<file path="src/hdl/link_emu_pkg.sv">
package link_emu_pkg;

    ////////////////////////////////////////
    // Sample and counter types
    ////////////////////////////////////////

    localparam int SAMPLE_W = 10;
    localparam int CH_ACC_W = 14;

    typedef logic signed [SAMPLE_W-1:0] sample_t;
    typedef logic [7:0]                 half_per_t;
    typedef logic [15:0]                err_cnt_t;
    typedef logic [6:0]                 prbs_state_t;

    // Wide enough for the unshifted channel sum
    typedef logic signed [CH_ACC_W-1:0] ch_acc_t;

    localparam int SAMPLE_MAX = 2 ** (SAMPLE_W - 1) - 1;
    localparam int SAMPLE_MIN = -(2 ** (SAMPLE_W - 1));

    ////////////////////////////////////////
    // PRBS7, x^7 + x^6 + 1
    ////////////////////////////////////////

    localparam prbs_state_t PRBS_SEED = 7'd1;
    localparam int PRBS_TAP_A = 7;
    localparam int PRBS_TAP_B = 6;

    ////////////////////////////////////////
    // Driver and channel
    ////////////////////////////////////////

    // Levels come out as +-80 or +-112
    localparam int DRV_MAIN = 96;
    localparam int DRV_POST = 16;

    // Taps 4/1/1, then divide by 4
    localparam int CH_C0    = 4;
    localparam int CH_C1    = 1;
    localparam int CH_C2    = 1;
    localparam int CH_SHIFT = 2;

    // Checker lock
    localparam int LOCK_LEN = 16;
    typedef logic [$clog2(LOCK_LEN + 1)-1:0] run_cnt_t;

    // Bit clock oscillator phase
    typedef enum logic {
        OSC_LO,
        OSC_HI
    } osc_state_e;

endpackage

</file>
<file path="src/hdl/bit_clk_gen.sv">
`timescale 1ns/1ps

module bit_clk_gen import link_emu_pkg::*; (
    input  logic      emu_clk,
    input  logic      arst_n_i,
    input  logic      en_i,
    input  half_per_t t_hi_i,
    input  half_per_t t_lo_i,
    output logic      bit_stb_o
);

    osc_state_e state_q;
    osc_state_e prev_q;
    half_per_t  cnt_q;
    half_per_t  hi_load;
    half_per_t  lo_load;
    logic       rise;

    // Counter reload where a zero time acts as one cycle
    assign hi_load = (t_hi_i == '0) ? '0 : t_hi_i - 1'b1;
    assign lo_load = (t_lo_i == '0) ? '0 : t_lo_i - 1'b1;

    // LO to HI edge of the modelled clock
    assign rise = (state_q == OSC_HI) && (prev_q == OSC_LO);

    ////////////////////////////////////////
    // Oscillator and edge detector
    ////////////////////////////////////////

    always_ff @(posedge emu_clk or negedge arst_n_i) begin
        if (!arst_n_i) begin
            state_q   <= OSC_LO;
            prev_q    <= OSC_LO;
            cnt_q     <= '0;
            bit_stb_o <= 1'b0;
        end else begin
            prev_q    <= state_q;
            bit_stb_o <= en_i && rise;
            if (!en_i) begin
                // Park in the low phase ready for a full low time
                state_q <= OSC_LO;
                cnt_q   <= lo_load;
            end else if (cnt_q == '0) begin
                if (state_q == OSC_LO) begin
                    state_q <= OSC_HI;
                    cnt_q   <= hi_load;
                end else begin
                    state_q <= OSC_LO;
                    cnt_q   <= lo_load;
                end
            end else begin
                cnt_q <= cnt_q - 1'b1;
            end
        end
    end

endmodule

</file>
<file path="src/hdl/chan_model.sv">
`timescale 1ns/1ps

module chan_model import link_emu_pkg::*; (
    input  logic    emu_clk,
    input  logic    arst_n_i,
    input  logic    bit_stb_i,
    input  sample_t level_i,
    output sample_t sample_o
);

    sample_t x1_q;
    sample_t x2_q;
    ch_acc_t acc;
    ch_acc_t acc_sh;
    sample_t sat;

    ////////////////////////////////////////
    // ISI sum
    ////////////////////////////////////////

    assign acc = ch_acc_t'(CH_C0) * ch_acc_t'(level_i)
               + ch_acc_t'(CH_C1) * ch_acc_t'(x1_q)
               + ch_acc_t'(CH_C2) * ch_acc_t'(x2_q);

    assign acc_sh = acc >>> CH_SHIFT;

    // Clamp to the sample range
    always_comb begin
        if (acc_sh > ch_acc_t'(SAMPLE_MAX)) begin
            sat = sample_t'(SAMPLE_MAX);
        end else if (acc_sh < ch_acc_t'(SAMPLE_MIN)) begin
            sat = sample_t'(SAMPLE_MIN);
        end else begin
            sat = sample_t'(acc_sh);
        end
    end

    // Two-deep level history starting from zero
    always_ff @(posedge emu_clk or negedge arst_n_i) begin
        if (!arst_n_i) begin
            x1_q     <= '0;
            x2_q     <= '0;
            sample_o <= '0;
        end else if (bit_stb_i) begin
            x1_q     <= level_i;
            x2_q     <= x1_q;
            sample_o <= sat;
        end
    end

endmodule

</file>
<file path="src/hdl/link_emu_top.sv">
`timescale 1ns/1ps

module link_emu_top import link_emu_pkg::*; (
    input  logic      emu_clk,
    input  logic      arst_n_i,
    input  logic      en_i,
    input  half_per_t t_hi_i,
    input  half_per_t t_lo_i,
    input  logic      inj_err_i,
    input  logic      clear_i,
    output logic      bit_stb_o,
    output sample_t   sample_o,
    output logic      rx_bit_o,
    output logic      locked_o,
    output err_cnt_t  err_cnt_o
);

    logic    tx_bit;
    sample_t level;

    ////////////////////////////////////////
    // Bit clock
    ////////////////////////////////////////

    bit_clk_gen bit_clk_gen_i (
        .emu_clk   (emu_clk),
        .arst_n_i  (arst_n_i),
        .en_i      (en_i),
        .t_hi_i    (t_hi_i),
        .t_lo_i    (t_lo_i),
        .bit_stb_o (bit_stb_o)
    );

    ////////////////////////////////////////
    // Source, medium and result
    ////////////////////////////////////////

    prbs_gen prbs_gen_i (
        .emu_clk   (emu_clk),
        .arst_n_i  (arst_n_i),
        .bit_stb_i (bit_stb_o),
        .inj_err_i (inj_err_i),
        .tx_bit_o  (tx_bit)
    );

    tx_driver tx_driver_i (
        .emu_clk   (emu_clk),
        .arst_n_i  (arst_n_i),
        .bit_stb_i (bit_stb_o),
        .tx_bit_i  (tx_bit),
        .level_o   (level)
    );

    chan_model chan_model_i (
        .emu_clk   (emu_clk),
        .arst_n_i  (arst_n_i),
        .bit_stb_i (bit_stb_o),
        .level_i   (level),
        .sample_o  (sample_o)
    );

    rx_checker rx_checker_i (
        .emu_clk   (emu_clk),
        .arst_n_i  (arst_n_i),
        .bit_stb_i (bit_stb_o),
        .clear_i   (clear_i),
        .sample_i  (sample_o),
        .rx_bit_o  (rx_bit_o),
        .locked_o  (locked_o),
        .err_cnt_o (err_cnt_o)
    );

endmodule

</file>
<file path="src/hdl/prbs_gen.sv">
`timescale 1ns/1ps

module prbs_gen import link_emu_pkg::*; (
    input  logic emu_clk,
    input  logic arst_n_i,
    input  logic bit_stb_i,
    input  logic inj_err_i,
    output logic tx_bit_o
);

    localparam int STATE_W = $bits(prbs_state_t);

    prbs_state_t lfsr_q;
    logic        fb;
    logic        armed_q;

    // Newest bit sits in lfsr_q[0]
    assign fb = lfsr_q[PRBS_TAP_A-1] ^ lfsr_q[PRBS_TAP_B-1];

    ////////////////////////////////////////
    // LFSR and error injection
    ////////////////////////////////////////

    always_ff @(posedge emu_clk or negedge arst_n_i) begin
        if (!arst_n_i) begin
            lfsr_q   <= PRBS_SEED;
            armed_q  <= 1'b0;
            tx_bit_o <= 1'b0;
        end else if (bit_stb_i) begin
            lfsr_q   <= {lfsr_q[STATE_W-2:0], fb};
            // Flag only flips the output and leaves the sequence untouched
            tx_bit_o <= fb ^ (armed_q | inj_err_i);
            armed_q  <= 1'b0;
        end else if (inj_err_i) begin
            armed_q <= 1'b1;
        end
    end

endmodule

</file>
<file path="src/hdl/rx_checker.sv">
`timescale 1ns/1ps

module rx_checker import link_emu_pkg::*; (
    input  logic     emu_clk,
    input  logic     arst_n_i,
    input  logic     bit_stb_i,
    input  logic     clear_i,
    input  sample_t  sample_i,
    output logic     rx_bit_o,
    output logic     locked_o,
    output err_cnt_t err_cnt_o
);

    localparam int HIST_W = $bits(prbs_state_t);

    prbs_state_t hist_q;
    logic [2:0]  fill_q;
    run_cnt_t    run_q;
    logic        rx_bit;
    logic        pred;
    logic        full;
    logic        miss;

    // Slicer
    assign rx_bit = (sample_i >= sample_t'(0));

    // Same recurrence as the generator
    assign pred = hist_q[PRBS_TAP_A-1] ^ hist_q[PRBS_TAP_B-1];
    assign full = (fill_q == 3'(HIST_W));
    assign miss = full && (pred != rx_bit);

    always_ff @(posedge emu_clk or negedge arst_n_i) begin
        if (!arst_n_i) begin
            rx_bit_o <= 1'b0;
        end else if (bit_stb_i) begin
            rx_bit_o <= rx_bit;
        end
    end

    ////////////////////////////////////////
    // History, lock and error count
    ////////////////////////////////////////

    always_ff @(posedge emu_clk or negedge arst_n_i) begin
        if (!arst_n_i) begin
            hist_q    <= '0;
            fill_q    <= '0;
            run_q     <= '0;
            locked_o  <= 1'b0;
            err_cnt_o <= '0;
        end else if (clear_i) begin
            hist_q    <= '0;
            fill_q    <= '0;
            run_q     <= '0;
            locked_o  <= 1'b0;
            err_cnt_o <= '0;
        end else if (bit_stb_i) begin
            hist_q <= {hist_q[HIST_W-2:0], rx_bit};
            if (!full) begin
                fill_q <= fill_q + 1'b1;
            end else if (miss) begin
                if (locked_o) begin
                    // Saturate at all ones
                    if (err_cnt_o != '1) begin
                        err_cnt_o <= err_cnt_o + 1'b1;
                    end
                end else begin
                    run_q <= '0;
                end
            end else if (!locked_o) begin
                run_q <= run_q + 1'b1;
                if (run_q == run_cnt_t'(LOCK_LEN - 1)) begin
                    locked_o <= 1'b1;
                end
            end
        end
    end

endmodule

</file>
<file path="src/hdl/tx_driver.sv">
`timescale 1ns/1ps

module tx_driver import link_emu_pkg::*; (
    input  logic    emu_clk,
    input  logic    arst_n_i,
    input  logic    bit_stb_i,
    input  logic    tx_bit_i,
    output sample_t level_o
);

    logic    prev_q;
    sample_t main_lvl;
    sample_t post_lvl;

    // Main cursor for the current bit
    assign main_lvl = tx_bit_i ? sample_t'(DRV_MAIN) : sample_t'(-DRV_MAIN);

    // De-emphasis from the previous bit
    assign post_lvl = prev_q ? sample_t'(DRV_POST) : sample_t'(-DRV_POST);

    always_ff @(posedge emu_clk or negedge arst_n_i) begin
        if (!arst_n_i) begin
            prev_q  <= 1'b0;
            level_o <= '0;
        end else if (bit_stb_i) begin
            prev_q  <= tx_bit_i;
            level_o <= main_lvl - post_lvl;
        end
    end

endmodule

</file>
<file path="config.mk">
export PLATFORM = sky130hd
export DESIGN_NAME = link_emu_top
export DESIGN_NICKNAME = d
export VERILOG_FILES = /design/src/hdl/link_emu_pkg.sv /design/src/hdl/bit_clk_gen.sv /design/src/hdl/chan_model.sv /design/src/hdl/link_emu_top.sv /design/src/hdl/prbs_gen.sv /design/src/hdl/rx_checker.sv /design/src/hdl/tx_driver.sv
export SDC_FILE = /design/constraint.sdc
export NUM_CORES = 1
export LEC_CHECK = 0
export BUFFER_PORTS_ARGS = -buffer_cell sky130_fd_sc_hd__buf_2
export CAP_MARGIN = 20
export CORE_UTILIZATION = 35
export DETAILED_ROUTE_END_ITERATION = 12
export GPL_TIMING_DRIVEN = 0
export PLACE_DENSITY_LB_ADDON = 0.2
export SLEW_MARGIN = 20
export SYNTH_ARGS = -nofsm -noshare
export SYNTH_HDL_FRONTEND = slang
export SYNTH_SLANG_ARGS = --single-unit
</file>
<file path="constraint.sdc">
create_clock -name emu_clk -period 7.6 [get_ports emu_clk]
set_input_delay 1.9 -clock emu_clk [delete_from_list [all_inputs] [get_ports emu_clk]]
set_output_delay 1.9 -clock emu_clk [all_outputs]
set_load 0.005 [all_outputs]
</file>
Word-level counts from Yosys, hierarchy flattened:

Index checks and enable logic that the tools add are counted.
W data, S select, Z words.

* register bits after elaboration: 94
* bits of input ports: 21
* word-level logic and storage cells: 96

* add/sub/neg operators: 9
* magnitude comparators: 3
* equal/unequal tests: 8
* muxes and demuxes: 37
* bitwise operators: 5
* reductions and logical operators: 16

Operator list (count)
* $mux W16: 6
* $mux W10: 4
* $mux W8: 5
* $mux W5: 6
* $logic_not A8 Y1: 3
* $sub A8 B1 Y8 const B: 3
* $add A16 B1 Y16 const B: 1
* $ne A16 B16 Y1 const B: 1
* $add A13 B10 Y14: 1
* $mux W7: 2
* $add A12 B10 Y13: 1
* $gt A12 B10 Y1 const B: 1
* $lt A12 B10 Y1 const B: 1
* $reduce_bool A2 Y1: 6
* $mux W1: 11
* $ge A10 B1 Y1 const B: 1
* $sub A10 B10 Y10: 1
* $mux W3: 3
* $ne A2 B2 Y1 const B: 3
* $reduce_and A3 Y1: 2
* $add A5 B1 Y5 const B: 1
* $eq A5 B4 Y1 const B: 1
* $reduce_and A5 Y1: 1
* $add A3 B1 Y3 const B: 1
* 8 further kinds: 12

Logic depth before layout (Yosys ltp):

Gate-level depths: netlist (run 1).

* depth in word-level cells: 7
* mapped depth: 11
* gate-level depth less buffers: 10

By module:

A second synthesis (run 1) with hierarchy kept.

* cells, all modules: 508
* area total of the unflattened synthesis: 5306.3 µm²

Modules (own cells, without submodules)
* chan_model: instances 1, cells each 175, area each 1993.2 µm², seq. area each 750.7 µm²
* rx_checker: instances 1, cells each 173, area each 1754.2 µm², seq. area each 825.8 µm²
* bit_clk_gen: instances 1, cells each 109, area each 945.9 µm², seq. area each 275.3 µm²
* prbs_gen: instances 1, cells each 24, area each 341.6 µm², seq. area each 226.5 µm²
* tx_driver: instances 1, cells each 27, area each 271.5 µm², seq. area each 125.1 µm²

Least setup slack after synthesis (run 1):

No wires, ideal clock.

* path kind: input -> register
* start point: input port t_hi_i[4]
* end point: register bit_clk_gen_i.cnt_q[3]
* data arrival time: 3.062 ns
* data required time: 7.471 ns
* slack: 4.409 ns
* cell stages on the path: 6
* path buffers: 0
* cell sequence: nor4_1 nand2_1 o31ai_1 o211ai_1 nand2_1 o21ai_0

* cells in the longest elaborated chain, start to end: 5

RTL lines
* start: declaration: RTL line link_emu_top.sv:7 `input half_per_t t_hi_i,`
* $logic_not A8 Y1: RTL line bit_clk_gen.sv:20 `assign hi_load = (t_hi_i == '0) ? '0 : t_hi_i - 1'b1;`
* $mux W8: RTL line bit_clk_gen.sv:20
* $mux W8: RTL line bit_clk_gen.sv:44 `if (state_q == OSC_LO) begin`
* $mux W8: RTL line bit_clk_gen.sv:43 `end else if (cnt_q == '0) begin`
* $mux W8: RTL line bit_clk_gen.sv:39 `if (!en_i) begin`
* end signal: assignment: RTL line bit_clk_gen.sv:42 `cnt_q <= lo_load;`
* end signal: assignment: RTL line bit_clk_gen.sv:46 `cnt_q <= hi_load;`
* end signal: assignment: RTL line bit_clk_gen.sv:49 `cnt_q <= lo_load;`
* end: declaration: RTL line bit_clk_gen.sv:14 `half_per_t cnt_q;`

No other way between the ends.
A chain may end at the register's enable or synchronous reset.

Final worst setup path (run 1):

* start point: input port t_hi_i[4]
* end point: register bit_clk_gen_i.cnt_q[1]

Same word-level chain as after synthesis.

==> insert_results.sql, run 1 <==
INSERT INTO impl_metrics (metric_group, metric, value, unit) VALUES
('yosys', 'synth.distinct_cells', '61', ''),
('place', 'place_hpwl', '6690', 'um'),
('place', 'placed_cells', '665', ''),
('flow_run', 'maxCapViolations', '0', ''),
('cts', 'htreeDepth', '3', ''),
('yosys', 'synth_area_leaders', 'sky130_fd_sc_hd__dfrtp_1, sky130_fd_sc_hd__ha_1, sky130_fd_sc_hd__nor2_1', ''),
('die', 'io_pins', '50', ''),
('route', 'post_route_wl', '8920', 'um'),
('cts', 'cts_root_buf', 'sky130_fd_sc_hd__clkbuf_16', ''),
('global_routing', 'grt_usage', '0.149', ''),
('worst_setup_path', 'critical_path_peak_fanout', '6', ''),
('yosys', 'synth_area', '4380', 'um^2'),
('sta', 'setup_repair_after_global_routing_missed_its_margin', 'false', ''),
('die', 'die_x', '114', 'um'),
('cts', 'clk_transition_reported_paths', '60', 'ps'),
('die', 'fp.dieArea', '13000', 'um^2'),
('worst_setup_path', 'crit_path_top_delay_cell', 'sky130_fd_sc_hd__o31ai_1', ''),
('sta', 'post-route-period-util', '0.436', ''),
('yosys', 'seq_area_frac_synth', '0.428', ''),
('route', 'wl_per_cell', '13.1', 'um'),
('worst_setup_path', 'crit-reg2reg-launch', 'chan_model_i.x1_q[6]', ''),
('sta', 'timing_max_transition_violations_final', '0', ''),
('worst_setup_path', 'timing.critical_path.from_type', 'primary input', ''),
('place', 'final_gp_congestion', '0.818', ''),
('power', 'leakage', '2.33', 'nW'),
('route', 'post_drt_via_cell_ratio', '5.00', ''),
('outcome', 'outcome', 'complete, no violations', ''),
('global_routing', 'grt.overflow.total', '0', ''),
('final_layout', 'layoutNonFillerInstCount', '680', ''),
('cts', 'clock_tree_from_tritoncts', 'built', ''),
('die', 'core-area', '12100', 'um^2'),
('final_layout', 'nets', '555', ''),
('yosys', 'synth-main-ff-cell', 'sky130_fd_sc_hd__dfrtp_1', ''),
('yosys', 'yosysWarnings', '0', ''),
('die', 'floorplan.initialDensity', '0.362', ''),
('cts', 'sinks_on_the_clock_net', '75', ''),
('worst_setup_path', 'critPathMostFrequentCell', 'sky130_fd_sc_hd__nand2_1', ''),
('place', 'pre_cts_ws', '3960', 'ps'),
('global_routing', 'pin_count_of_the_biggest_net_entering_global_routing', '48', ''),
('place', 'io_buffers', '49', ''),
('global_routing', 'antenna_found_initial', '0', ''),
('final_layout', 'post_route_cells_drive_above_1_share', '0.189', ''),
('yosys', 'synth-async-reset-ratio', '1.00', ''),
('die', 'chipHeight', '114', 'um'),
('power', 'total_power', '0.00140', 'W'),
('cts', 'insertion_delay_to_the_later_sink_of_the_worst_skew_pair', '330', 'ps'),
('final_layout', 'antenna_cells', '0', ''),
('final_layout', 'finalCoreUtilization', '0.426', ''),
('yosys', 'synth_seq_cells', '75', ''),
('worst_setup_path', 'r2r.worst_path.cells', '8', ''),
('cts', 'numCtsBuffers', '9', ''),
('power', 'power_density', '270', 'nW/um^2'),
('power', 'power.ir.vdd_worst', '140', 'uV'),
('hold_path', 'timing.hold.worst_endpoint', 'bit_clk_gen_i.bit_stb_o', ''),
('hold_path', 'worst_hold_path_depth', '1', ''),
('cts', 'cts_resized', '0', ''),
('worst_setup_path', 'path_class', 'primary input to register', ''),
('hold_path', 'hold_path_class', 'register to register', ''),
('worst_setup_path', 'worstReg2RegEnd', 'chan_model_i.sample_o[8]', ''),
('worst_setup_path', 'crit_path_cell_trace', 'buf_2, nor4_1, nand2_1, o31ai_1, o22ai_1, nand2_1, o21ai_0', ''),
('sta', 'timing.max_slew.rel_slack', '0.538', ''),
('hold_path', 'worst_hold_startpoint', 'bit_clk_gen_i.prev_q', ''),
('cts', 'post-cts-setup-buffer-count', '0', ''),
('yosys', 'postSynthNetCount', '494', ''),
('worst_setup_path', 'setup.worst_path.end_class', 'register', ''),
('sta', 'finClkSkew', '4.69', 'ps'),
('sta', 'setup-tns-final', '0', 'ps'),
('worst_setup_path', 'timing.critical_path.arrival', '3520', 'ps'),
('final_layout', 'area_growth_syn_to_layout', '17.8', '%'),
('sta', 'final-hold-violation-count', '0', ''),
('global_routing', 'grt_pass1_wl', '15500', 'um');
[stage by stage]
stage | area [um^2] | hold slack (ps)
after CTS | 5160 | 403
after detailed placement | 4870 | 386
after global routing | 5160 | 423
after global placement | 4840 | 394
final | 5160 | 398
after floorplan | 4380 | 377
[sequential cells by signal (all words and copies together) (netlist names), 3 cells and up]
name	cells
bit_clk_gen_i.cnt_q	8
chan_model_i.sample_o	9
chan_model_i.x1_q	4
chan_model_i.x2_q	4
prbs_gen_i.lfsr_q	7
rx_checker_i.err_cnt_o	16
rx_checker_i.fill_q	3
rx_checker_i.hist_q	7
rx_checker_i.run_q	5
tx_driver_i.level_o	4
[synth_stat cells (7+ instances only)]
library cell              count
sky130_fd_sc_hd__a21oi_1     19
sky130_fd_sc_hd__a31oi_1      7
sky130_fd_sc_hd__dfrtp_1     74
sky130_fd_sc_hd__ha_1        21
sky130_fd_sc_hd__inv_1       25
sky130_fd_sc_hd__mux2_2      14
sky130_fd_sc_hd__mux2i_1     13
sky130_fd_sc_hd__nand2_1     31
sky130_fd_sc_hd__nand3_1     14
sky130_fd_sc_hd__nor2_1      53
sky130_fd_sc_hd__nor3_1      10
sky130_fd_sc_hd__nor3b_1      9
sky130_fd_sc_hd__o21ai_0     33
sky130_fd_sc_hd__o22ai_1      9
sky130_fd_sc_hd__xnor2_1     17
sky130_fd_sc_hd__xor2_1      11
[per-layer routing]
layer  GRT usage  vias up  part of all wire
met3      0.0244       11             0.023
met2       0.239       56              0.47
met4      0.0632        0             0.016
met5           0        -                 0
met1       0.199     1619              0.49
li1            -     1715                 -
[logic make-up (layout without fill, tap and decap cells)]
group | count (synthesis) | count (layout) | synth area share
simple gates | 155 | 155 | 0.191
compound gates | 97 | 97 | 0.137
flops | 75 | 75 | 0.428
buf+inv | 38 | 103 | 0.0340
xor+xnor | 29 | 29 | 0.0614
mux | 27 | 27 | 0.0657
fa+ha+maj | 26 | 26 | 0.0828
[critical path, delay by kind of cell]
kind / cells / cell delay, ps
AOI/OAI and AO/OA: 3 / 890
and+or+nand+nor: 3 / 610
buffers and inverters: 1 / 120
[worst max-delay path by stage]
stage              start                      to  slack, ps  cells past startpoint
6_report       t_hi_i[4]  bit_clk_gen_i.cnt_q[1]       4290                      7
3_5_place_dp   t_hi_i[4]  bit_clk_gen_i.cnt_q[1]       3960                      7
4_1_cts        t_hi_i[4]  bit_clk_gen_i.cnt_q[1]       4310                      7
3_3_place_gp   t_hi_i[4]  bit_clk_gen_i.cnt_q[1]       3980                      7
2_1_floorplan  t_hi_i[4]  bit_clk_gen_i.cnt_q[3]       4410                      6
5_1_grt        t_hi_i[4]  bit_clk_gen_i.cnt_q[1]       4110                      7
[report_power, final]
group	switching [W]	total [W]	internal, W
clock network	0.000153	0.000423	0.000270
logic	0.000268	0.000473	0.000205
registers	0.0000450	0.000500	0.000455
total	0.000467	0.00140	0.000929
[layout make-up]
| class | instances | area (um^2) |
|---|---|---|
| clock inverter | 2 | 35.0 |
| multi-input combinational | 334 | 2360 |
| clock buffer | 13 | 260 |
| timing repair buffer | 50 | 275 |
| inverter | 25 | 93.8 |
| buffer | 13 | 55.1 |
| fill | 1215 | 6950 |
| tap | 168 | 210 |
| sequential | 75 | 1880 |
[cell usage in the layout (no fill, tap or decap), drive strengths merged, types with 6 or more instances in the layout]
cell type	synthesis	final
mux2	14	14
buf	7	57
ha	21	21
xnor2	17	17
o21ai	36	36
nor3	10	10
nand3	14	14
a21oi	20	20
clkbuf	6	19
nand2b	6	6
nor2	53	53
dfrtp	74	74
nand2	31	31
o22ai	9	9
mux2i	13	13
nor3b	9	9
a31oi	7	7
inv	25	25
xor2	11	11
No activity file was read; power rests on OpenSTA's default activity.
==> inputs of run 2 (changes only) <==
==> constraint.sdc (replaced) <==
create_clock -name emu_clk -period 2.65 [get_ports emu_clk]
set_input_delay 0.6625 -clock emu_clk [delete_from_list [all_inputs] [get_ports emu_clk]]
set_output_delay 0.6625 -clock emu_clk [all_outputs]
set_load 0.005 [all_outputs]
==> run 2 against run 1 <==
Compared with the run above:
- final cell count increased by 1.6%
- combinational power increased to 4.2 times the previous value
- register-to-register slack got worse by 4600 ps
- total power increased to 3.3 times the previous value
- sequential share of layout area decreased by 2.1 points
- global-route usage increased by 0.30 points
- worst hold slack got worse by 140 ps
- critical path type is now register to register
- highest routed layer unchanged
==> insert_results.sql, run 2 (same netlist as run 1, synthesis figures left out) <==
INSERT INTO impl_metrics (metric_group, metric, value, unit) VALUES
('die', 'chipHeight', '114', 'um'),
('place', 'final_gp_congestion', '0.818', ''),
('final_layout', 'mostFrequentLayoutCells', 'sky130_fd_sc_hd__dfrtp_1, sky130_fd_sc_hd__nor2_1, sky130_fd_sc_hd__buf_2, sky130_fd_sc_hd__nand2_1, sky130_fd_sc_hd__o21ai_0', ''),
('power', 'leakage', '2.42', 'nW'),
('global_routing', 'grt_pass1_wl', '15800', 'um'),
('place', 'dpl_cell_area', '4870', 'um^2'),
('route', 'postRouteAntennaNets', '0', ''),
('sta', 'finClkSkew', '5.55', 'ps'),
('die', 'die_x', '114', 'um'),
('die', 'io_pins', '50', ''),
('final_layout', 'area_growth_syn_to_layout', '25.0', '%'),
('global_routing', 'grt_usage', '0.152', ''),
('sta', 'worst-slew-pin-transition', '687', 'ps'),
('worst_setup_path', 'crit_path_cell_trace', 'fa_2, ha_4, o21ai_4, buf_4, a21o_1, a211o_4, and2_4, o22ai_1, a31oi_1', ''),
('cts', 'holdBufCountCts', '0', ''),
('sta', 'timing_max_transition_violations_final', '0', ''),
('route', 'drt_pre_antenna_iters', '4', ''),
('global_routing', 'first_global_vias', '3373', ''),
('worst_setup_path', 'r2r_slack', '30', 'ps'),
('place', 'io_buffers', '49', ''),
('final_layout', 'filler_cell_count', '1174', ''),
('worst_setup_path', 'crit_path_top_delay_cell', 'sky130_fd_sc_hd__fa_2', ''),
('route', 'wl_per_cell', '13.5', 'um'),
('die', 'fp.dieArea', '13000', 'um^2'),
('final_layout', 'nets', '566', ''),
('sta', 'timing.max_slew.rel_slack', '0.538', ''),
('final_layout', 'multi_input_comb_area', '2580', 'um^2'),
('sta', 'setup_repair_after_global_routing_missed_its_margin', 'true', ''),
('worst_setup_path', 'timing.critical_path.required', '2830', 'ps'),
('route', 'post_route_wl', '9340', 'um'),
('sta', 'post-route-period-util', '0.988', ''),
('flow_run', 'maxCapViolations', '0', ''),
('final_layout', 'largest-register', 'rx_checker_i.err_cnt_o', ''),
('worst_setup_path', 'critical_path.max_stage_delay', '580', 'ps'),
('die', 'core-area', '12100', 'um^2'),
('worst_setup_path', 'setup.worst_path.end_class', 'register', ''),
('final_layout', 'max_ffs_per_register', '16', ''),
('global_routing', 'pin_count_of_the_biggest_net_entering_global_routing', '48', ''),
('power', 'power.ir.vdd_worst', '423', 'uV'),
('outcome', 'outcome', 'complete, no violations', ''),
('final_layout', 'final_area', '5480', 'um^2'),
('final_layout', 'seq_area', '1880', 'um^2'),
('cts', 'clockBufferDepth', '2', ''),
('final_layout', 'post_route_cells_drive_above_1_share', '0.270', ''),
('power', 'internal_power', '0.00305', 'W'),
('hold_path', 'hold_path_class', 'primary input to async pin', ''),
('route', 'detailroute.via_count', '3462', ''),
('cts', 'htreeDepth', '3', ''),
('worst_setup_path', 'path_class', 'register to register', ''),
('final_layout', 'most_common_cell_after_layout_fill_and_taps_aside', 'sky130_fd_sc_hd__dfrtp_1', ''),
('die', 'floorplan.initialDensity', '0.362', ''),
('global_routing', 'grt.overflow.total', '0', ''),
('route', 'post_drt_via_cell_ratio', '5.01', ''),
('cts', 'sinks_on_the_clock_net', '75', ''),
('power', 'power.share.switching', '0.341', ''),
('power', 'power_density', '845', 'nW/um^2'),
('worst_setup_path', 'critical_path_peak_fanout', '7', ''),
('sta', 'final-hold-violation-count', '0', ''),
('cts', 'numCtsBuffers', '9', ''),
('cts', 'clock_tree_from_tritoncts', 'built', ''),
('power', 'seqPwrFrac', '0.310', ''),
('power', 'p_switching', '0.00158', 'W'),
('worst_setup_path', 'timing.critical_path.arrival', '2800', 'ps'),
('sta', 'holdWs', '262', 'ps'),
('cts', 'clk_transition_reported_paths', '60', 'ps'),
('sta', 'setup-violations-final', '0', ''),
('final_layout', 'biggestRegsByFlops', 'rx_checker_i.err_cnt_o: 16 flops, chan_model_i.sample_o: 9 flops, bit_clk_gen_i.cnt_q: 8 flops', ''),
('power', 'comb_power_share', '0.427', ''),
('sta', 'fmaxAchievable', '0.382', 'GHz'),
('route', 'detailedRoute.firstIterationViolations', '171', ''),
('cts', 'insertion_delay_to_the_later_sink_of_the_worst_skew_pair', '330', 'ps'),
('cts', 'cts_root_buf', 'sky130_fd_sc_hd__clkbuf_16', ''),
('power', 'power.share.clock', '0.263', ''),
('route', 'drc', '0', ''),
('die', 'rows', '40', ''),
('global_routing', 'antenna_found_initial', '0', ''),
('worst_setup_path', 'timing.critical_path.from_type', 'register', ''),
('final_layout', 'antenna_cells', '0', ''),
('sta', 'finalCriticalPeriod', '2620', 'ps'),
('place', 'place_hpwl', '6690', 'um');
==> run 2: cell types whose count changed in the layout (fill, tap and decap cells not counted), sizes merged <==
cell  before  now
buf       57   68
==> run 2: per-stage QoR <==
stage	setup slack, ps	util	cells	power, W	TNS (ps)
final	31.7	0.452	691	0.00463	0
after global routing	-95.6	0.452	691	0.00492	-558
after CTS	-5.96	0.433	681	0.00418	-5.96
after detailed placement	-254	0.402	665	0.00279	-1530
after global placement	-265	0.399	664	0.00277	-1560
after floorplan	22.7	-	447	0.00240	0
==> run 2: cell type report <==
type / instances / share of cell area
clock inverters: 2 / 0.00639
multi-input cells: 334 / 0.471
inverters: 25 / 0.0171
flip-flops and latches: 75 / 0.343
repair buffers: 62 / 0.0674
clock buffers: 13 / 0.0475
plain buffers: 12 / 0.00913
well taps: 168 / 0.0384
==> run 2: metal layers <==
layer	up-vias	wire, um	track usage
li1	1730	-	-
met2	58	4460	0.246
met1	1661	4460	0.202
met3	13	246	0.0250
met4	0	171	0.0649
met5	-	0	0
==> run 2: worst paths after layout <==
path                                 startpoint                         to  cells after the start
setup / recovery           chan_model_i.x2_q[8]   chan_model_i.sample_o[3]                      9
max in group asynchronous              arst_n_i       prbs_gen_i.lfsr_q[0]                      2
min in group emu_clk       bit_clk_gen_i.prev_q    bit_clk_gen_i.bit_stb_o                      1
setup reg to reg           chan_model_i.x2_q[8]   chan_model_i.sample_o[3]                      9
hold reg to reg            bit_clk_gen_i.prev_q    bit_clk_gen_i.bit_stb_o                      1
hold / removal                         arst_n_i  rx_checker_i.err_cnt_o[5]                      1
==> run 2: critical path: cells and delay by family (launching register included) <==
| family | cells | cell delay, ps |
|---|---|---|
| flip-flops | 1 | 450 |
| AO/OA/AOI/OAI | 5 | 790 |
| buffers and inverters | 1 | 150 |
| adder cells (fa/ha/maj) | 2 | 920 |
| AND/OR/NAND/NOR | 1 | 160 |
==> run 2: power groups by stage <==
stage / Combinational [W] / Clock (W) / Sequential [W]
2_1_floorplan: 0.000973 / 0 / 0.00143
3_3_place_gp: 0.00132 / 0 / 0.00145
3_5_place_dp: 0.00134 / 0 / 0.00145
4_1_cts: 0.00149 / 0.00125 / 0.00144
5_1_grt: 0.00218 / 0.00128 / 0.00146
6_report: 0.00198 / 0.00122 / 0.00144
==> run 2: timing repair <==
action,4_1_cts,5_1_grt
resized for setup,18,30
buffers inserted,1,11
setup endpoints to repair,9,9
gates cloned,0,0
pin swaps,5,18
==> inputs of run 3 (changes only) <==
--- a/config.mk
+++ b/config.mk
@@ -10,7 +10,7 @@
 export CORE_UTILIZATION = 35
 export DETAILED_ROUTE_END_ITERATION = 12
 export GPL_TIMING_DRIVEN = 0
-export PLACE_DENSITY_LB_ADDON = 0.2
+export PLACE_DENSITY = 0.56
 export SLEW_MARGIN = 20
 export SYNTH_ARGS = -nofsm -noshare
 export SYNTH_HDL_FRONTEND = slang
==> run 3 against run 2 <==
Compared with the run above:
- sequential power about the same
- utilization barely moved
- via count grew 0.38%
- die area is the same
- worst setup slack better by 56 ps
- clock-buffer cell count is 2 lower
- combinational power shrank 6%
- largest cell class unchanged
- critical path depth shrank 1
==> insert_results.sql, run 3 (same netlist as run 1, synthesis figures left out) <==
INSERT INTO impl_metrics (metric_group, metric, value, unit) VALUES
('final_layout', 'finalCoreUtilization', '0.452', ''),
('power', 'seqPwrFrac', '0.301', ''),
('sta', 'finalCriticalPeriod', '2560', 'ps'),
('flow_run', 'maxCapViolations', '0', ''),
('die', 'chipHeight', '114', 'um'),
('route', 'postRouteAntennaNets', '0', ''),
('route', 'detailroute.via_count', '3475', ''),
('worst_setup_path', 'path_class', 'register to register', ''),
('power', 'power.share.clock', '0.308', ''),
('global_routing', 'pin_count_of_the_biggest_net_entering_global_routing', '54', ''),
('power', 'p_switching', '0.00160', 'W'),
('final_layout', 'layoutNonFillerInstCount', '689', ''),
('place', 'place_hpwl', '6800', 'um'),
('worst_setup_path', 'crit_path_cell_trace', 'fa_2, ha_4, or3b_2, nand3_2, a211o_4, and2_1, o22ai_1, a31oi_1', ''),
('cts', 'htreeDepth', '3', ''),
('sta', 'worst-slew-pin-transition', '663', 'ps'),
('power', 'power.ir.vdd_worst', '395', 'uV'),
('power', 'power.share.switching', '0.337', ''),
('place', 'placed_cells', '665', ''),
('sta', 'setup-violations-final', '0', ''),
('hold_path', 'hold_path_class', 'primary input to async pin', ''),
('worst_setup_path', 'cpLargestDelayFamily', 'adder cells', ''),
('sta', 'timing.max_slew.rel_slack', '0.555', ''),
('global_routing', 'antenna_found_initial', '0', ''),
('worst_setup_path', 'timing.critical_path.required', '2900', 'ps'),
('power', 'comb_power_share', '0.391', ''),
('cts', 'clockBufferDepth', '2', ''),
('final_layout', 'mostFrequentLayoutCells', 'sky130_fd_sc_hd__dfrtp_1, sky130_fd_sc_hd__nor2_1, sky130_fd_sc_hd__buf_2, sky130_fd_sc_hd__nand2_1, sky130_fd_sc_hd__o21ai_0', ''),
('sta', 'finClkSkew', '6.70', 'ps'),
('cts', 'sinks_on_the_clock_net', '75', ''),
('cts', 'holdBufCountCts', '0', ''),
('final_layout', 'area_growth_syn_to_layout', '25.0', '%'),
('final_layout', 'antenna_cells', '0', ''),
('sta', 'post-route-period-util', '0.967', ''),
('outcome', 'outcome', 'complete, no violations', ''),
('die', 'floorplan.initialDensity', '0.362', ''),
('die', 'die_x', '114', 'um'),
('cts', 'insertion_delay_to_the_later_sink_of_the_worst_skew_pair', '330', 'ps'),
('global_routing', 'grt_pass1_wl', '16100', 'um'),
('worst_setup_path', 'worstReg2RegEnd', 'chan_model_i.sample_o[2]', ''),
('global_routing', 'grt_usage', '0.158', ''),
('global_routing', 'first_global_vias', '3406', ''),
('place', 'io_buffers', '49', ''),
('final_layout', 'final_area', '5480', 'um^2'),
('cts', 'cts_root_buf', 'sky130_fd_sc_hd__clkbuf_16', ''),
('sta', 'fmaxAchievable', '0.390', 'GHz'),
('final_layout', 'seq_area', '1880', 'um^2'),
('place', 'dpl_cell_area', '4870', 'um^2'),
('final_layout', 'largest-register', 'rx_checker_i.err_cnt_o', ''),
('worst_setup_path', 'timing.critical_path.arrival', '2810', 'ps'),
('worst_setup_path', 'crit-reg2reg-launch', 'chan_model_i.x1_q[9]', ''),
('final_layout', 'most_common_cell_after_layout_fill_and_taps_aside', 'sky130_fd_sc_hd__dfrtp_1', ''),
('final_layout', 'post_route_cells_drive_above_1_share', '0.267', ''),
('final_layout', 'nets', '563', ''),
('final_layout', 'filler_cell_count', '1178', ''),
('worst_setup_path', 'critical_path_peak_fanout', '7', ''),
('place', 'final_gp_congestion', '0.819', ''),
('route', 'drt_pre_antenna_iters', '5', ''),
('die', 'core-area', '12100', 'um^2'),
('sta', 'final-hold-violation-count', '0', ''),
('cts', 'clock_tree_from_tritoncts', 'built', ''),
('cts', 'numCtsBuffers', '9', ''),
('route', 'wl_per_cell', '13.8', 'um'),
('die', 'io_pins', '50', ''),
('die', 'rows', '40', ''),
('worst_setup_path', 'r2r_slack', '90', 'ps'),
('final_layout', 'multi_input_comb_area', '2540', 'um^2'),
('route', 'post_drt_via_cell_ratio', '5.04', ''),
('worst_setup_path', 'crit_path_top_delay_cell', 'sky130_fd_sc_hd__fa_2', ''),
('route', 'detailedRoute.firstIterationViolations', '262', ''),
('worst_setup_path', 'setup.worst_path.end_class', 'register', ''),
('die', 'fp.dieArea', '13000', 'um^2'),
('global_routing', 'grt.overflow.total', '0', ''),
('power', 'leakage', '2.42', 'nW'),
('route', 'post_route_wl', '9510', 'um'),
('worst_setup_path', 'critical_path_source', 'chan_model_i.x1_q[9]', ''),
('sta', 'setup_repair_after_global_routing_missed_its_margin', 'true', ''),
('sta', 'holdWs', '224', 'ps'),
('sta', 'setup-tns-final', '0', 'ps'),
('final_layout', 'biggestRegsByFlops', 'rx_checker_i.err_cnt_o: 16 flops, chan_model_i.sample_o: 9 flops, bit_clk_gen_i.cnt_q: 8 flops', ''),
('cts', 'clk_transition_reported_paths', '60', 'ps'),
('route', 'drc', '0', ''),
('worst_setup_path', 'critical_path.max_stage_delay', '690', 'ps'),
('sta', 'timing_max_transition_violations_final', '0', ''),
('worst_setup_path', 'r2r.worst_path.cells', '8', ''),
('worst_setup_path', 'timing.critical_path.buf_inv', '0', ''),
('final_layout', 'max_ffs_per_register', '16', ''),
('worst_setup_path', 'timing.critical_path.from_type', 'register', ''),
('power', 'power_density', '870', 'nW/um^2'),
('power', 'internal_power', '0.00316', 'W');
run 3: cell types whose count changed in the layout (fill, tap and decap cells not counted), moves of 2 or more:
| cell | previous run | this run |
|---|---|---|
| sky130_fd_sc_hd__buf_4 | 13 | 10 |
| sky130_fd_sc_hd__o21ai_0 | 30 | 27 |
| sky130_fd_sc_hd__o21ai_1 | 2 | 5 |
| sky130_fd_sc_hd__a21oi_2 | 2 | 4 |
| sky130_fd_sc_hd__a21oi_4 | 2 | 0 |
| sky130_fd_sc_hd__bufinv_16 | 1 | 3 |
| sky130_fd_sc_hd__clkbuf_1 | 8 | 6 |
run 3: worst max path at each step:
stage,depth (start not counted),end,slack [ps]
after global placement,8,chan_model_i.sample_o[8],-240
after floorplan,8,chan_model_i.sample_o[8],20
final,8,chan_model_i.sample_o[2],90
after detailed placement,8,chan_model_i.sample_o[8],-280
after global routing,10,chan_model_i.sample_o[4],-20
after CTS,10,chan_model_i.sample_o[2],8
run 3: what timing repair did:
| item | 4_1_cts | 5_1_grt |
|---|---|---|
| buffers inserted | 5 | 3 |
| resized for setup | 19 | 28 |
| endpoints found under the setup margin | 9 | 8 |
| pin swaps | 6 | 11 |
run 3: layer usage:
metal,share of wire,global-route usage
met2,0.48,0.250
met5,0,0
met1,0.48,0.212
met3,0.032,0.0340
met4,0.013,0.0606
run 3: area by class of cell:
type                       instances  share of cell area
multi-input combinational        334               0.463
buffer                            13              0.0112
sequential                        75               0.343
inverter                          25              0.0171
clock buffer                      11              0.0461
tap                              168              0.0384
timing repair buffer              58              0.0612
clock inverter                     5              0.0196
run 3: worst reg2reg max path: stages (launching register included):
cell and delay, ps:
sky130_fd_sc_hd__dfrtp_2 450, sky130_fd_sc_hd__fa_2 690, sky130_fd_sc_hd__ha_4 250, sky130_fd_sc_hd__or3b_2 460, sky130_fd_sc_hd__nand3_2 100, sky130_fd_sc_hd__a211o_4 150
sky130_fd_sc_hd__and2_1 140, sky130_fd_sc_hd__o22ai_1 60, sky130_fd_sc_hd__a31oi_1 170
run 3: through the flow:
step                worst slack, ps  total power, W
floorplan                      22.7         0.00240
global placement               -236         0.00276
detailed placement             -285         0.00279
CTS                            8.35         0.00451
global route                  -22.2         0.00505
finish                         87.6         0.00476
run 3: power by group through the flow:
stage | Combinational, W | Sequential [W] | Clock (W)
floorplan | 0.000973 | 0.00143 | 0
global placement | 0.00131 | 0.00145 | 0
detailed placement | 0.00134 | 0.00145 | 0
CTS | 0.00158 | 0.00143 | 0.00150
global route | 0.00205 | 0.00146 | 0.00155
finish | 0.00186 | 0.00143 | 0.00147
